## src/core_defines.svh

```systemverilog
/*
 * core hazard subsystem defines
 * register-address width and stage-register mask layout
 */
`ifndef CORE_DEFINES_SVH
`define CORE_DEFINES_SVH

// architectural register number, x0 to x31
`define REG_ADDR_W 5

// ---------------------------------------------------------------------------
// stage-register mask layout
// one bit per pipeline register, used by both enable and kill masks
// ---------------------------------------------------------------------------
`define REG_IF_DEC  0
`define REG_DEC_EXE 1
`define REG_EXE_MEM 2
`define REG_MEM_WB  3

// number of pipeline registers between the five stages
`define STAGE_REGS 4

`endif

```

## src/core_pkg.sv

```systemverilog
/*
 * core package
 * types shared by the hazard tracker, forwarding, stall and combiner logic
 */
`include "core_defines.svh"

package core_pkg;

	// architectural register number, x0 never causes a hazard
	typedef logic [`REG_ADDR_W-1:0] reg_addr_t;

	// hazard class of a decoded instruction
	typedef enum logic [1:0] {
		HZRD_NONE  = 2'b00,
		HZRD_JUMP  = 2'b01,
		HZRD_BRNCH = 2'b10,
		HZRD_LOAD  = 2'b11
	} hzrd_cmd_t;

	// execute bypass mask
	// bit 0 mem to src1, bit 1 mem to src2
	// bit 2 wb to src1, bit 3 wb to src2
	typedef logic [3:0] bp_sel_t;

	// one bit per stage register, indexed by the REG_ macros
	typedef logic [`STAGE_REGS-1:0] stage_mask_t;

endpackage

```

## src/core_stage_track.sv

```systemverilog
/*
 * core stage tracker
 * carries the hazard fields of each instruction from decode to write-back
 * under the same enable and kill masks as the core pipeline registers
 */
`include "core_defines.svh"

module core_stage_track (
	input  logic                  clk,
	input  logic                  rst_n,
	input  core_pkg::reg_addr_t   dec_rs1,
	input  core_pkg::reg_addr_t   dec_rs2,
	input  core_pkg::reg_addr_t   dec_rd,
	input  logic                  dec_we,
	input  core_pkg::hzrd_cmd_t   dec_cmd,
	input  core_pkg::stage_mask_t enb_bus,
	input  core_pkg::stage_mask_t kill_bus,
	input  logic                  nop_gen,
	output core_pkg::reg_addr_t   exe_rs1,
	output core_pkg::reg_addr_t   exe_rs2,
	output core_pkg::reg_addr_t   exe_rd,
	output core_pkg::reg_addr_t   mem_rs2,
	output core_pkg::reg_addr_t   mem_rd,
	output core_pkg::reg_addr_t   wb_rd,
	output logic                  exe_we,
	output logic                  mem_we,
	output logic                  wb_we,
	output core_pkg::hzrd_cmd_t   exe_cmd
);
	import core_pkg::*;

	// decode/execute takes a bubble on kill or on nop insertion
	logic dec_exe_flush;

	assign dec_exe_flush = kill_bus[`REG_DEC_EXE] | nop_gen;

	// -----------------------------------------------------------------------
	// decode to execute
	// -----------------------------------------------------------------------
	always_ff @(posedge clk) begin
		if (!rst_n || (enb_bus[`REG_DEC_EXE] && dec_exe_flush)) begin
			exe_rs1 <= '0;
			exe_rs2 <= '0;
			exe_rd  <= '0;
			exe_we  <= 1'b0;
			exe_cmd <= HZRD_NONE;
		end else if (enb_bus[`REG_DEC_EXE]) begin
			exe_rs1 <= dec_rs1;
			exe_rs2 <= dec_rs2;
			exe_rd  <= dec_rd;
			exe_we  <= dec_we;
			exe_cmd <= dec_cmd;
		end
	end

	// execute to memory, only store data source and destination matter
	always_ff @(posedge clk) begin
		if (!rst_n || (enb_bus[`REG_EXE_MEM] && kill_bus[`REG_EXE_MEM])) begin
			mem_rs2 <= '0;
			mem_rd  <= '0;
			mem_we  <= 1'b0;
		end else if (enb_bus[`REG_EXE_MEM]) begin
			mem_rs2 <= exe_rs2;
			mem_rd  <= exe_rd;
			mem_we  <= exe_we;
		end
	end

	// memory to write-back
	always_ff @(posedge clk) begin
		if (!rst_n || (enb_bus[`REG_MEM_WB] && kill_bus[`REG_MEM_WB])) begin
			wb_rd <= '0;
			wb_we <= 1'b0;
		end else if (enb_bus[`REG_MEM_WB]) begin
			wb_rd <= mem_rd;
			wb_we <= mem_we;
		end
	end

endmodule

```

## src/core_fwd_unit.sv

```systemverilog
/*
 * core forwarding unit
 * picks the bypass paths into execute and the store-data bypass into memory
 */
module core_fwd_unit (
	input  core_pkg::reg_addr_t exe_rs1,
	input  core_pkg::reg_addr_t exe_rs2,
	input  core_pkg::reg_addr_t mem_rs2,
	input  core_pkg::reg_addr_t mem_rd,
	input  core_pkg::reg_addr_t wb_rd,
	input  logic                mem_we,
	input  logic                wb_we,
	output core_pkg::bp_sel_t   fwd_exe,
	output logic                fwd_mem
);
	// bit positions inside the execute bypass mask
	localparam int M2E_SRC1 = 0;
	localparam int M2E_SRC2 = 1;
	localparam int W2E_SRC1 = 2;
	localparam int W2E_SRC2 = 3;

	// memory result is younger, so it wins over write-back
	always_comb begin
		fwd_exe = '0;
		if (exe_rs1 != '0) begin
			if (mem_we && (mem_rd == exe_rs1)) begin
				fwd_exe[M2E_SRC1] = 1'b1;
			end else if (wb_we && (wb_rd == exe_rs1)) begin
				fwd_exe[W2E_SRC1] = 1'b1;
			end
		end
		if (exe_rs2 != '0) begin
			if (mem_we && (mem_rd == exe_rs2)) begin
				fwd_exe[M2E_SRC2] = 1'b1;
			end else if (wb_we && (wb_rd == exe_rs2)) begin
				fwd_exe[W2E_SRC2] = 1'b1;
			end
		end
	end

	// store data in memory taken from the write-back result
	assign fwd_mem = wb_we && (wb_rd != '0) && (wb_rd == mem_rs2);

endmodule

```

## src/core_stall_unit.sv

```systemverilog
/*
 * core stall unit
 * detects jumps, taken branches, load-use hazards and i-cache stalls
 * and raises the raw enable, kill, bubble and redirect requests
 */
`include "core_defines.svh"

module core_stall_unit (
	input  core_pkg::reg_addr_t   dec_rs1,
	input  core_pkg::reg_addr_t   dec_rs2,
	input  core_pkg::reg_addr_t   exe_rd,
	input  core_pkg::hzrd_cmd_t   exe_cmd,
	input  logic                  brnch_tknn,
	input  logic                  stall_dec,
	output core_pkg::stage_mask_t raw_enb,
	output core_pkg::stage_mask_t raw_kill,
	output logic                  raw_nop,
	output logic                  raw_redirect
);
	import core_pkg::*;

	logic ctrl_flow;
	logic load_use;

	// -----------------------------------------------------------------------
	// hazard detection
	// -----------------------------------------------------------------------

	// jump always leaves, branch only when the alu says taken
	assign ctrl_flow = (exe_cmd == HZRD_JUMP) ||
			((exe_cmd == HZRD_BRNCH) && brnch_tknn);

	// load result not ready for a dependent op sitting in decode
	assign load_use = (exe_cmd == HZRD_LOAD) && (exe_rd != '0) &&
			((exe_rd == dec_rs1) || (exe_rd == dec_rs2));

	// -----------------------------------------------------------------------
	// raw requests
	// -----------------------------------------------------------------------
	always_comb begin
		raw_enb      = '1;
		raw_kill     = '0;
		raw_nop      = 1'b0;
		raw_redirect = 1'b0;

		if (ctrl_flow) begin
			raw_redirect                = 1'b1;
			// wrong-path ops in fetch and decode
			raw_kill[`REG_IF_DEC]  = 1'b1;
			raw_kill[`REG_DEC_EXE] = 1'b1;
		end

		// hold decode and push a bubble into execute
		if (load_use || stall_dec) begin
			raw_enb[`REG_IF_DEC] = 1'b0;
			raw_nop              = 1'b1;
		end
	end

endmodule

```

## src/core_hazard_ctrl.sv

```systemverilog
/*
 * core hazard combiner
 * merges stall and forwarding requests into the final pipeline controls
 */
`include "core_defines.svh"

module core_hazard_ctrl (
	input  logic                  rst_n,
	input  core_pkg::stage_mask_t raw_enb,
	input  core_pkg::stage_mask_t raw_kill,
	input  logic                  raw_nop,
	input  logic                  raw_redirect,
	input  logic                  stall_wb,
	input  core_pkg::bp_sel_t     fwd_exe,
	input  logic                  fwd_mem,
	output core_pkg::stage_mask_t enb_bus,
	output core_pkg::stage_mask_t kill_bus,
	output logic                  nop_gen,
	output logic                  pc_stop,
	output logic                  mux_trn,
	output core_pkg::bp_sel_t     bp_mux_exe,
	output logic                  bp_mux_mem
);
	// -----------------------------------------------------------------------
	// stage control
	// -----------------------------------------------------------------------
	always_comb begin
		enb_bus  = raw_enb;
		kill_bus = raw_kill;
		nop_gen  = raw_nop;
		mux_trn  = raw_redirect;

		if (!rst_n) begin
			// flush everything while in reset
			enb_bus  = '1;
			kill_bus = '1;
			nop_gen  = 1'b0;
			mux_trn  = 1'b0;
		end else if (stall_wb) begin
			// d-cache miss freezes the whole pipe
			enb_bus  = '0;
			kill_bus = '0;
			nop_gen  = 1'b0;
			mux_trn  = 1'b0;
		end else if (raw_redirect) begin
			// redirect wins, decode reloads from the new target
			nop_gen              = 1'b0;
			enb_bus[`REG_IF_DEC] = 1'b1;
		end
	end

	// pc holds whenever some stage register holds
	assign pc_stop = ~&enb_bus;

	// bypass selects
	assign bp_mux_exe = rst_n ? fwd_exe : '0;
	assign bp_mux_mem = rst_n && fwd_mem;

endmodule

```

## src/core_hazard_top.sv

```systemverilog
/*
 * core hazard top
 * stage tracker, forwarding unit, stall unit and hazard combiner
 */
module core_hazard_top (
	input  logic                  clk,
	input  logic                  rst_n,
	input  core_pkg::reg_addr_t   dec_rs1,
	input  core_pkg::reg_addr_t   dec_rs2,
	input  core_pkg::reg_addr_t   dec_rd,
	input  logic                  dec_we,
	input  core_pkg::hzrd_cmd_t   dec_cmd,
	input  logic                  brnch_tknn,
	input  logic                  stall_dec,
	input  logic                  stall_wb,
	output core_pkg::stage_mask_t enb_bus,
	output core_pkg::stage_mask_t kill_bus,
	output logic                  nop_gen,
	output logic                  pc_stop,
	output logic                  mux_trn,
	output core_pkg::bp_sel_t     bp_mux_exe,
	output logic                  bp_mux_mem
);
	import core_pkg::*;

	// tracked instruction fields
	reg_addr_t exe_rs1;
	reg_addr_t exe_rs2;
	reg_addr_t exe_rd;
	reg_addr_t mem_rs2;
	reg_addr_t mem_rd;
	reg_addr_t wb_rd;
	logic      exe_we;
	logic      mem_we;
	logic      wb_we;
	hzrd_cmd_t exe_cmd;

	// raw requests into the combiner
	bp_sel_t     fwd_exe;
	logic        fwd_mem;
	stage_mask_t raw_enb;
	stage_mask_t raw_kill;
	logic        raw_nop;
	logic        raw_redirect;

	core_stage_track u_track (
		.clk      (clk),
		.rst_n    (rst_n),
		.dec_rs1  (dec_rs1),
		.dec_rs2  (dec_rs2),
		.dec_rd   (dec_rd),
		.dec_we   (dec_we),
		.dec_cmd  (dec_cmd),
		.enb_bus  (enb_bus),
		.kill_bus (kill_bus),
		.nop_gen  (nop_gen),
		.exe_rs1  (exe_rs1),
		.exe_rs2  (exe_rs2),
		.exe_rd   (exe_rd),
		.mem_rs2  (mem_rs2),
		.mem_rd   (mem_rd),
		.wb_rd    (wb_rd),
		.exe_we   (exe_we),
		.mem_we   (mem_we),
		.wb_we    (wb_we),
		.exe_cmd  (exe_cmd)
	);

	core_fwd_unit u_fwd (
		.exe_rs1 (exe_rs1),
		.exe_rs2 (exe_rs2),
		.mem_rs2 (mem_rs2),
		.mem_rd  (mem_rd),
		.wb_rd   (wb_rd),
		.mem_we  (mem_we),
		.wb_we   (wb_we),
		.fwd_exe (fwd_exe),
		.fwd_mem (fwd_mem)
	);

	core_stall_unit u_stall (
		.dec_rs1      (dec_rs1),
		.dec_rs2      (dec_rs2),
		.exe_rd       (exe_rd),
		.exe_cmd      (exe_cmd),
		.brnch_tknn   (brnch_tknn),
		.stall_dec    (stall_dec),
		.raw_enb      (raw_enb),
		.raw_kill     (raw_kill),
		.raw_nop      (raw_nop),
		.raw_redirect (raw_redirect)
	);

	core_hazard_ctrl u_ctrl (
		.rst_n        (rst_n),
		.raw_enb      (raw_enb),
		.raw_kill     (raw_kill),
		.raw_nop      (raw_nop),
		.raw_redirect (raw_redirect),
		.stall_wb     (stall_wb),
		.fwd_exe      (fwd_exe),
		.fwd_mem      (fwd_mem),
		.enb_bus      (enb_bus),
		.kill_bus     (kill_bus),
		.nop_gen      (nop_gen),
		.pc_stop      (pc_stop),
		.mux_trn      (mux_trn),
		.bp_mux_exe   (bp_mux_exe),
		.bp_mux_mem   (bp_mux_mem)
	);

endmodule

```

## config.mk

```make
export PLATFORM = sky130hd
export DESIGN_NAME = core_hazard_top
export DESIGN_NICKNAME = d
export VERILOG_FILES = /design/src/core_pkg.sv /design/src/core_stage_track.sv /design/src/core_fwd_unit.sv /design/src/core_stall_unit.sv /design/src/core_hazard_ctrl.sv /design/src/core_hazard_top.sv
export VERILOG_INCLUDE_DIRS = /design/src
export SDC_FILE = /design/constraint.sdc
export NUM_CORES = 1
export LEC_CHECK = 0
export ABC_AREA = 1
export BUFFER_PORTS_ARGS = -buffer_cell sky130_fd_sc_hd__buf_2
export CORE_UTILIZATION = 55
export CTS_CLUSTER_SIZE = 20
export DETAILED_ROUTE_END_ITERATION = 6
export PLACE_DENSITY = 0.8
export SLEW_MARGIN = 0
export SYNTH_ARGS = -nofsm -noshare
export SYNTH_HDL_FRONTEND = slang
export SYNTH_SLANG_ARGS = --single-unit
```

## constraint.sdc

```tcl
create_clock -name clk -period 2.5 [get_ports clk]
set_clock_uncertainty 0.2 [all_clocks]
set_input_delay 0.5 -clock clk [delete_from_list [all_inputs] [get_ports clk]]
set_output_delay 0.5 -clock clk [all_outputs]
set_load 0.005 [all_outputs]
```

# Word level (Yosys, flattened, before mapping)
# Index checks and enable logic that the tools add are counted.
dict set report word_totals {
  register_bits 35
  latchBits 0
  ramBits 0
  romBits 0
  memories 0
}
dict set report op_classes {
  addsub 0
  n_mul 0
  div 0
  n_lt_le_gt_ge 0
  eq_ne 10
  n_shift 0
  mux 26
  n_bitwise 1
  reduce_logical 26
}
# operator n
set ops {}
lappend ops {{== test 5 bit} 7}
lappend ops {{two-way mux 1 bit} 20}
lappend ops {{nonzero test 5 bit} 4}
lappend ops {{logical AND 1 bit} 13}
lappend ops {{two-way mux 4 bit} 3}
lappend ops {{logical OR 1 bit} 6}
lappend ops {{== test 2 bit, second input constant} 2}
lappend ops {{two-way mux 2 bit} 2}
lappend ops {{AND reduction 4 bit} 1}
lappend ops {{two-way mux 3 bit} 1}
lappend ops {{== test 2 x 1 -> 1 bit, second input constant} 1}
lappend ops {{logical NOT 1 bit} 2}
lappend ops {{OR 1 bit} 1}

# Depth between registers and ports, before layout
dict set report depth {
  depth_word 11
  mapped_depth 11
}

# By module
# From an unflattened synthesis, not the netlist that was laid out.
dict set report hier_totals {
  cells_unflattened 440
  hier_area_um2 2491.1
}
# mod n_inst cells_each area_each_um2 seq_area_each_um2
set by_module_without_submodules {}
lappend by_module_without_submodules {core_stage_track 1 211 1510.2 700.7}
lappend by_module_without_submodules {core_fwd_unit 1 128 541.8 0.0}
lappend by_module_without_submodules {core_stall_unit 1 65 292.8 0.0}
lappend by_module_without_submodules {core_hazard_ctrl 1 36 146.4 0.0}

# Least setup slack after synthesis
# No wires, ideal clock.
dict set report synth_path {
  path_kind {input-to-output}
  startpoint {input rst_n}
  endpoint {output mux_trn}
  arrival_time_ns 1.229
  required_time_ns 1.800
  setup_slack_ns 0.571
  stages 5
  path_cell_list {inv_1 or2_1 buf_2 buf_2 nor2_1}
}
dict set report synth_via {
  elab_chain_cells 1
}
# element line_no
set synth_lines {}
lappend synth_lines {{start: declaration} core_hazard_top.sv:7} ;# input logic rst_n,
lappend synth_lines {{two-way mux 1 bit} core_hazard_ctrl.sv:33} ;# if (!rst_n) begin
lappend synth_lines {{end: declaration} core_hazard_top.sv:20} ;# output logic mux_trn,
# Every way passes these cells.

# Worst setup path after layout
dict set report layout_path {
  startpoint {register u_track.exe_rs2[0]}
  endpoint {output bp_mux_exe[1]}
}
dict set report layout_via {
  elab_chain_cells 5
}
# element line_no
set layout_lines {}
lappend layout_lines {{start: declaration} core_stage_track.sv:20} ;# output core_pkg::reg_addr_t exe_rs2,
lappend layout_lines {{start signal: assignment} core_stage_track.sv:49} ;# exe_rs2 <= dec_rs2;
lappend layout_lines {{== test 5 bit} core_fwd_unit.sv:33} ;# if (mem_we && (mem_rd == exe_rs2)) begin
lappend layout_lines {{logical AND 1 bit} core_fwd_unit.sv:33}
lappend layout_lines {{two-way mux 1 bit} core_fwd_unit.sv:33}
lappend layout_lines {{two-way mux 1 bit (*)} core_fwd_unit.sv:32} ;# if (exe_rs2 != '0) begin
lappend layout_lines {{two-way mux 4 bit (*)} core_hazard_ctrl.sv:56} ;# assign bp_mux_exe = rst_n ? fwd_exe : '0;
lappend layout_lines {{end: declaration} core_hazard_top.sv:21} ;# output core_pkg::bp_sel_t bp_mux_exe,
# Every way passes the cells marked *; elsewhere a longest branch is shown, timed or not.

==> metrics.txt <==
status finished clean; antenna violations before repair 0; Reg clk slew, reported paths 100 ps; largest net degree at the start of global routing 34; Req. time, crit path between 1500 and 2000 ps; Seq cells post-synth 35; wire per inst between 10 and 15 microns; Rel. slew slack between 70 and 80%; die area roughly 3800 sq um; crit share post-route between 90% and 100%; Post-CTS Hold Buffers 0; initial core utilization about 58%; RSZ-0062 raised after global routing false; CP max-delay cell dfxtp_1; Filler cells 341; gr ovfl total 0; Final ANT Viol Nets 0; CTS tree yes; core footprint roughly 3400 sq um; Post-layout nets ~350; Max VDD drop 0.3304 mV; cell accounting for the most synthesized area dfxtp_1; IO Pins 39; Final setup viols 0; Vias/cell ~5.2; Max Freq roughly 0.42 GHz; Worst R2R End u_track.exe_rs2[3]$_SDFFE_PP0N_; Unique masters post-synth 28; Hold Crit Depth 2; FP Rows 21; FF-to-FF setup slack between 900 and 1000 ps; crit path DAT about 1700 ps; cell mode on critical path nand2_1; first-pass GRT wire length 6706 microns; Post-DP Area 2135 sq um; synth top area cells dfxtp_1 (36%), inv_1 (12%), nand2_1 (12%); layout cell share with drive strength beyond 1 between 10% and 20%; WHS Endpoint u_track.wb_we$_SDFFE_PP0N_; post-synthesis cell area 1942 sq um; critical path fanouts, max 4; crit path capture type output port; Worst Reg-to-Reg Cells 9; DRC errors left 0; Layout Area Growth over Synthesis 12.44%; register area 705.7 sq um; fin util between 60 and 70%; root buffer cell clkbuf_4; # Max-Cap Violations 0; Num CTS Buffers 5; setup bufs post-CTS 0; Hold Slack about 270 ps; crit-path cells inv_1 > nand2_1 > nand4_1 > nor4_1 > nand2_1 > nor2_1 > buf_2; register area share after synthesis a little over a third; hold path startpoint u_track.wb_we$_SDFFE_PP0N_; TNS Setup 0 ps; # diodes 0; GPL Wtd Cong roughly 0.92; worst-margin pin slew around 370 ps; area of the multi-input gates roughly 900 sq um; Synth Area per Inst between 6 and 7 sq um; Die Height 61.42 microns; Clock Sinks 35; Worst R2R Start u_track.exe_rd[4]$_SDFFE_PP0N_; min Tclk post-route ~2400 ps; via count 1915; post-synthesis cell count 292; die width between 60 and 70 microns; overall routing resource usage between 20% and 30%; commonest cells after routing, fill and taps aside inv_1 (63), nand2_1 (62), buf_2 (38), dfxtp_1 (33), a21oi_1 (22); first-iteration detailed-routing DRC count 76; sum of buffers and inverters on the critical path 2; Initial DRT Pass Iterations 4; final wirelength ~4500 microns; Synthesized Nets 315; clk_lat worst skew roughly 330 ps; hpwl dp roughly 3300 microns; count of final hold-check violations 0; P_leak roughly 1.1 nW; Bufs on Longest Clock Path 2; Final Power roughly 1.1 mW; startpoint class of the critical path register; worst setup path category reg -> out; # port buffers 38; H-tree level count 2; CP max stage delay about 440 ps; PwrDens between 500 and 600 nW/um^2; Synth warnings 0; most common library cell in the layout ignoring fill and taps inv_1; Final Max Tran Viols 0; post-synth top area share a little over a third; design area ~2200 sq um; Hold Crit Class reg -> reg; delay-heaviest family, CP simple AND/OR/NAND/NOR gates; vias in the first global route 1516
metal layers:
layer | vias to the layer above | track usage (%) | part of all wire [%] | wire, microns
met5 | - | 0 | 0 | 0
met4 | 0 | 8.889 | 1.6 | 74
met3 | 8 | 4.412 | 5.5 | 246
met2 | 61 | 40.37 | 47 | 2095
met1 | 855 | 32.64 | 46 | 2072
li1 | 991 | - | - | -
layout make-up:
type	instances	area share, %
sequential	35	32.32
inverter	66	11.35
multi-input combinational	177	42.06
tap	46	2.636
timing repair buffer	41	9.742
clock buffer	6	1.891
logic make-up (layout without fill, tap and decap cells):
logic type	Yosys count	after routing	synth area share (%)
xor gates and xnor gates	12	12	5.412
and+or+nand+nor	96	96	21.33
AOI/OAI and AO/OA	69	69	20.30
DFF	35	35	36.08
buffers and inverters	80	113	16.88
synthesized netlist by cell type:
library cell	count
inv_1	63
nand2_1	63
dfxtp_1	35
a21oi_1	22
o21ai_0	20
o22ai_1	20
nor2_1	13
nor3_1	6
xnor2_1	6
xor2_1	6
clkbuf_1	5
buf_2	4
buf_4	4
nand3_1	4
nand4_1	4
inv_2	3
nor4_1	2
o2111ai_1	2
a211oi_1	1
a21oi_2	1
buf_6	1
nand2_2	1
nand3_4	1
nor2_4	1
o2111a_1	1
o21ai_1	1
o221ai_1	1
or2_1	1
state kept, by name, summed over array words and instances, names as in the netlist:
name,count
u_track.exe_rd,5
u_track.mem_rs2,5
u_track.wb_we,1
u_track.mem_rd,5
u_track.exe_we,1
u_track.exe_rs1,5
u_track.mem_we,1
u_track.exe_cmd,2
u_track.wb_rd,5
u_track.exe_rs2,5
how the worst max path moves through the flow:
stage | cells after the start | end | slack, ps | from
final | 7 | bp_mux_exe[1] | 140 | u_track.exe_rs2[0]$_SDFFE_PP0N_
after global routing | 12 | enb_bus[0] | 8 | u_track.exe_rd[4]$_SDFFE_PP0N_
after CTS | 12 | enb_bus[0] | 110 | u_track.exe_rd[4]$_SDFFE_PP0N_
after detailed placement | 13 | enb_bus[0] | 310 | dec_rs2[4]
after global placement | 13 | enb_bus[0] | 320 | dec_rs2[4]
after floorplan | 5 | mux_trn | 570 | rst_n
through the flow:
step / instances / setup WS [ps]
2_1_floorplan: 292 / 571.2
3_3_place_gp: 365 / 320.8
3_5_place_dp: 365 / 310.1
4_1_cts: 371 / 107.3
5_1_grt: 371 / 7.577
6_report: 371 / 143.6
worst reg2reg max path, delay by kind of cell (launching register included):
family,cells,cell delay [ps]
and+or+nand+nor,7,650
AOI/OAI and AO/OA,1,210
DFF,1,360
buffers and inverters,1,90
repair_timing:
item	in CTS	in global routing
resized for setup	0	4
setup endpoints to repair	0	3
hold endpoints to repair	0	0
where the power goes:
group          internal, mW  leakage, nW  switching (mW)
registers             0.586        0.287          0.0256
logic                0.0871        0.771           0.130
clock network        0.0999       0.0242           0.171
total                 0.773         1.08           0.326
(Power assumes the default switching activity.)
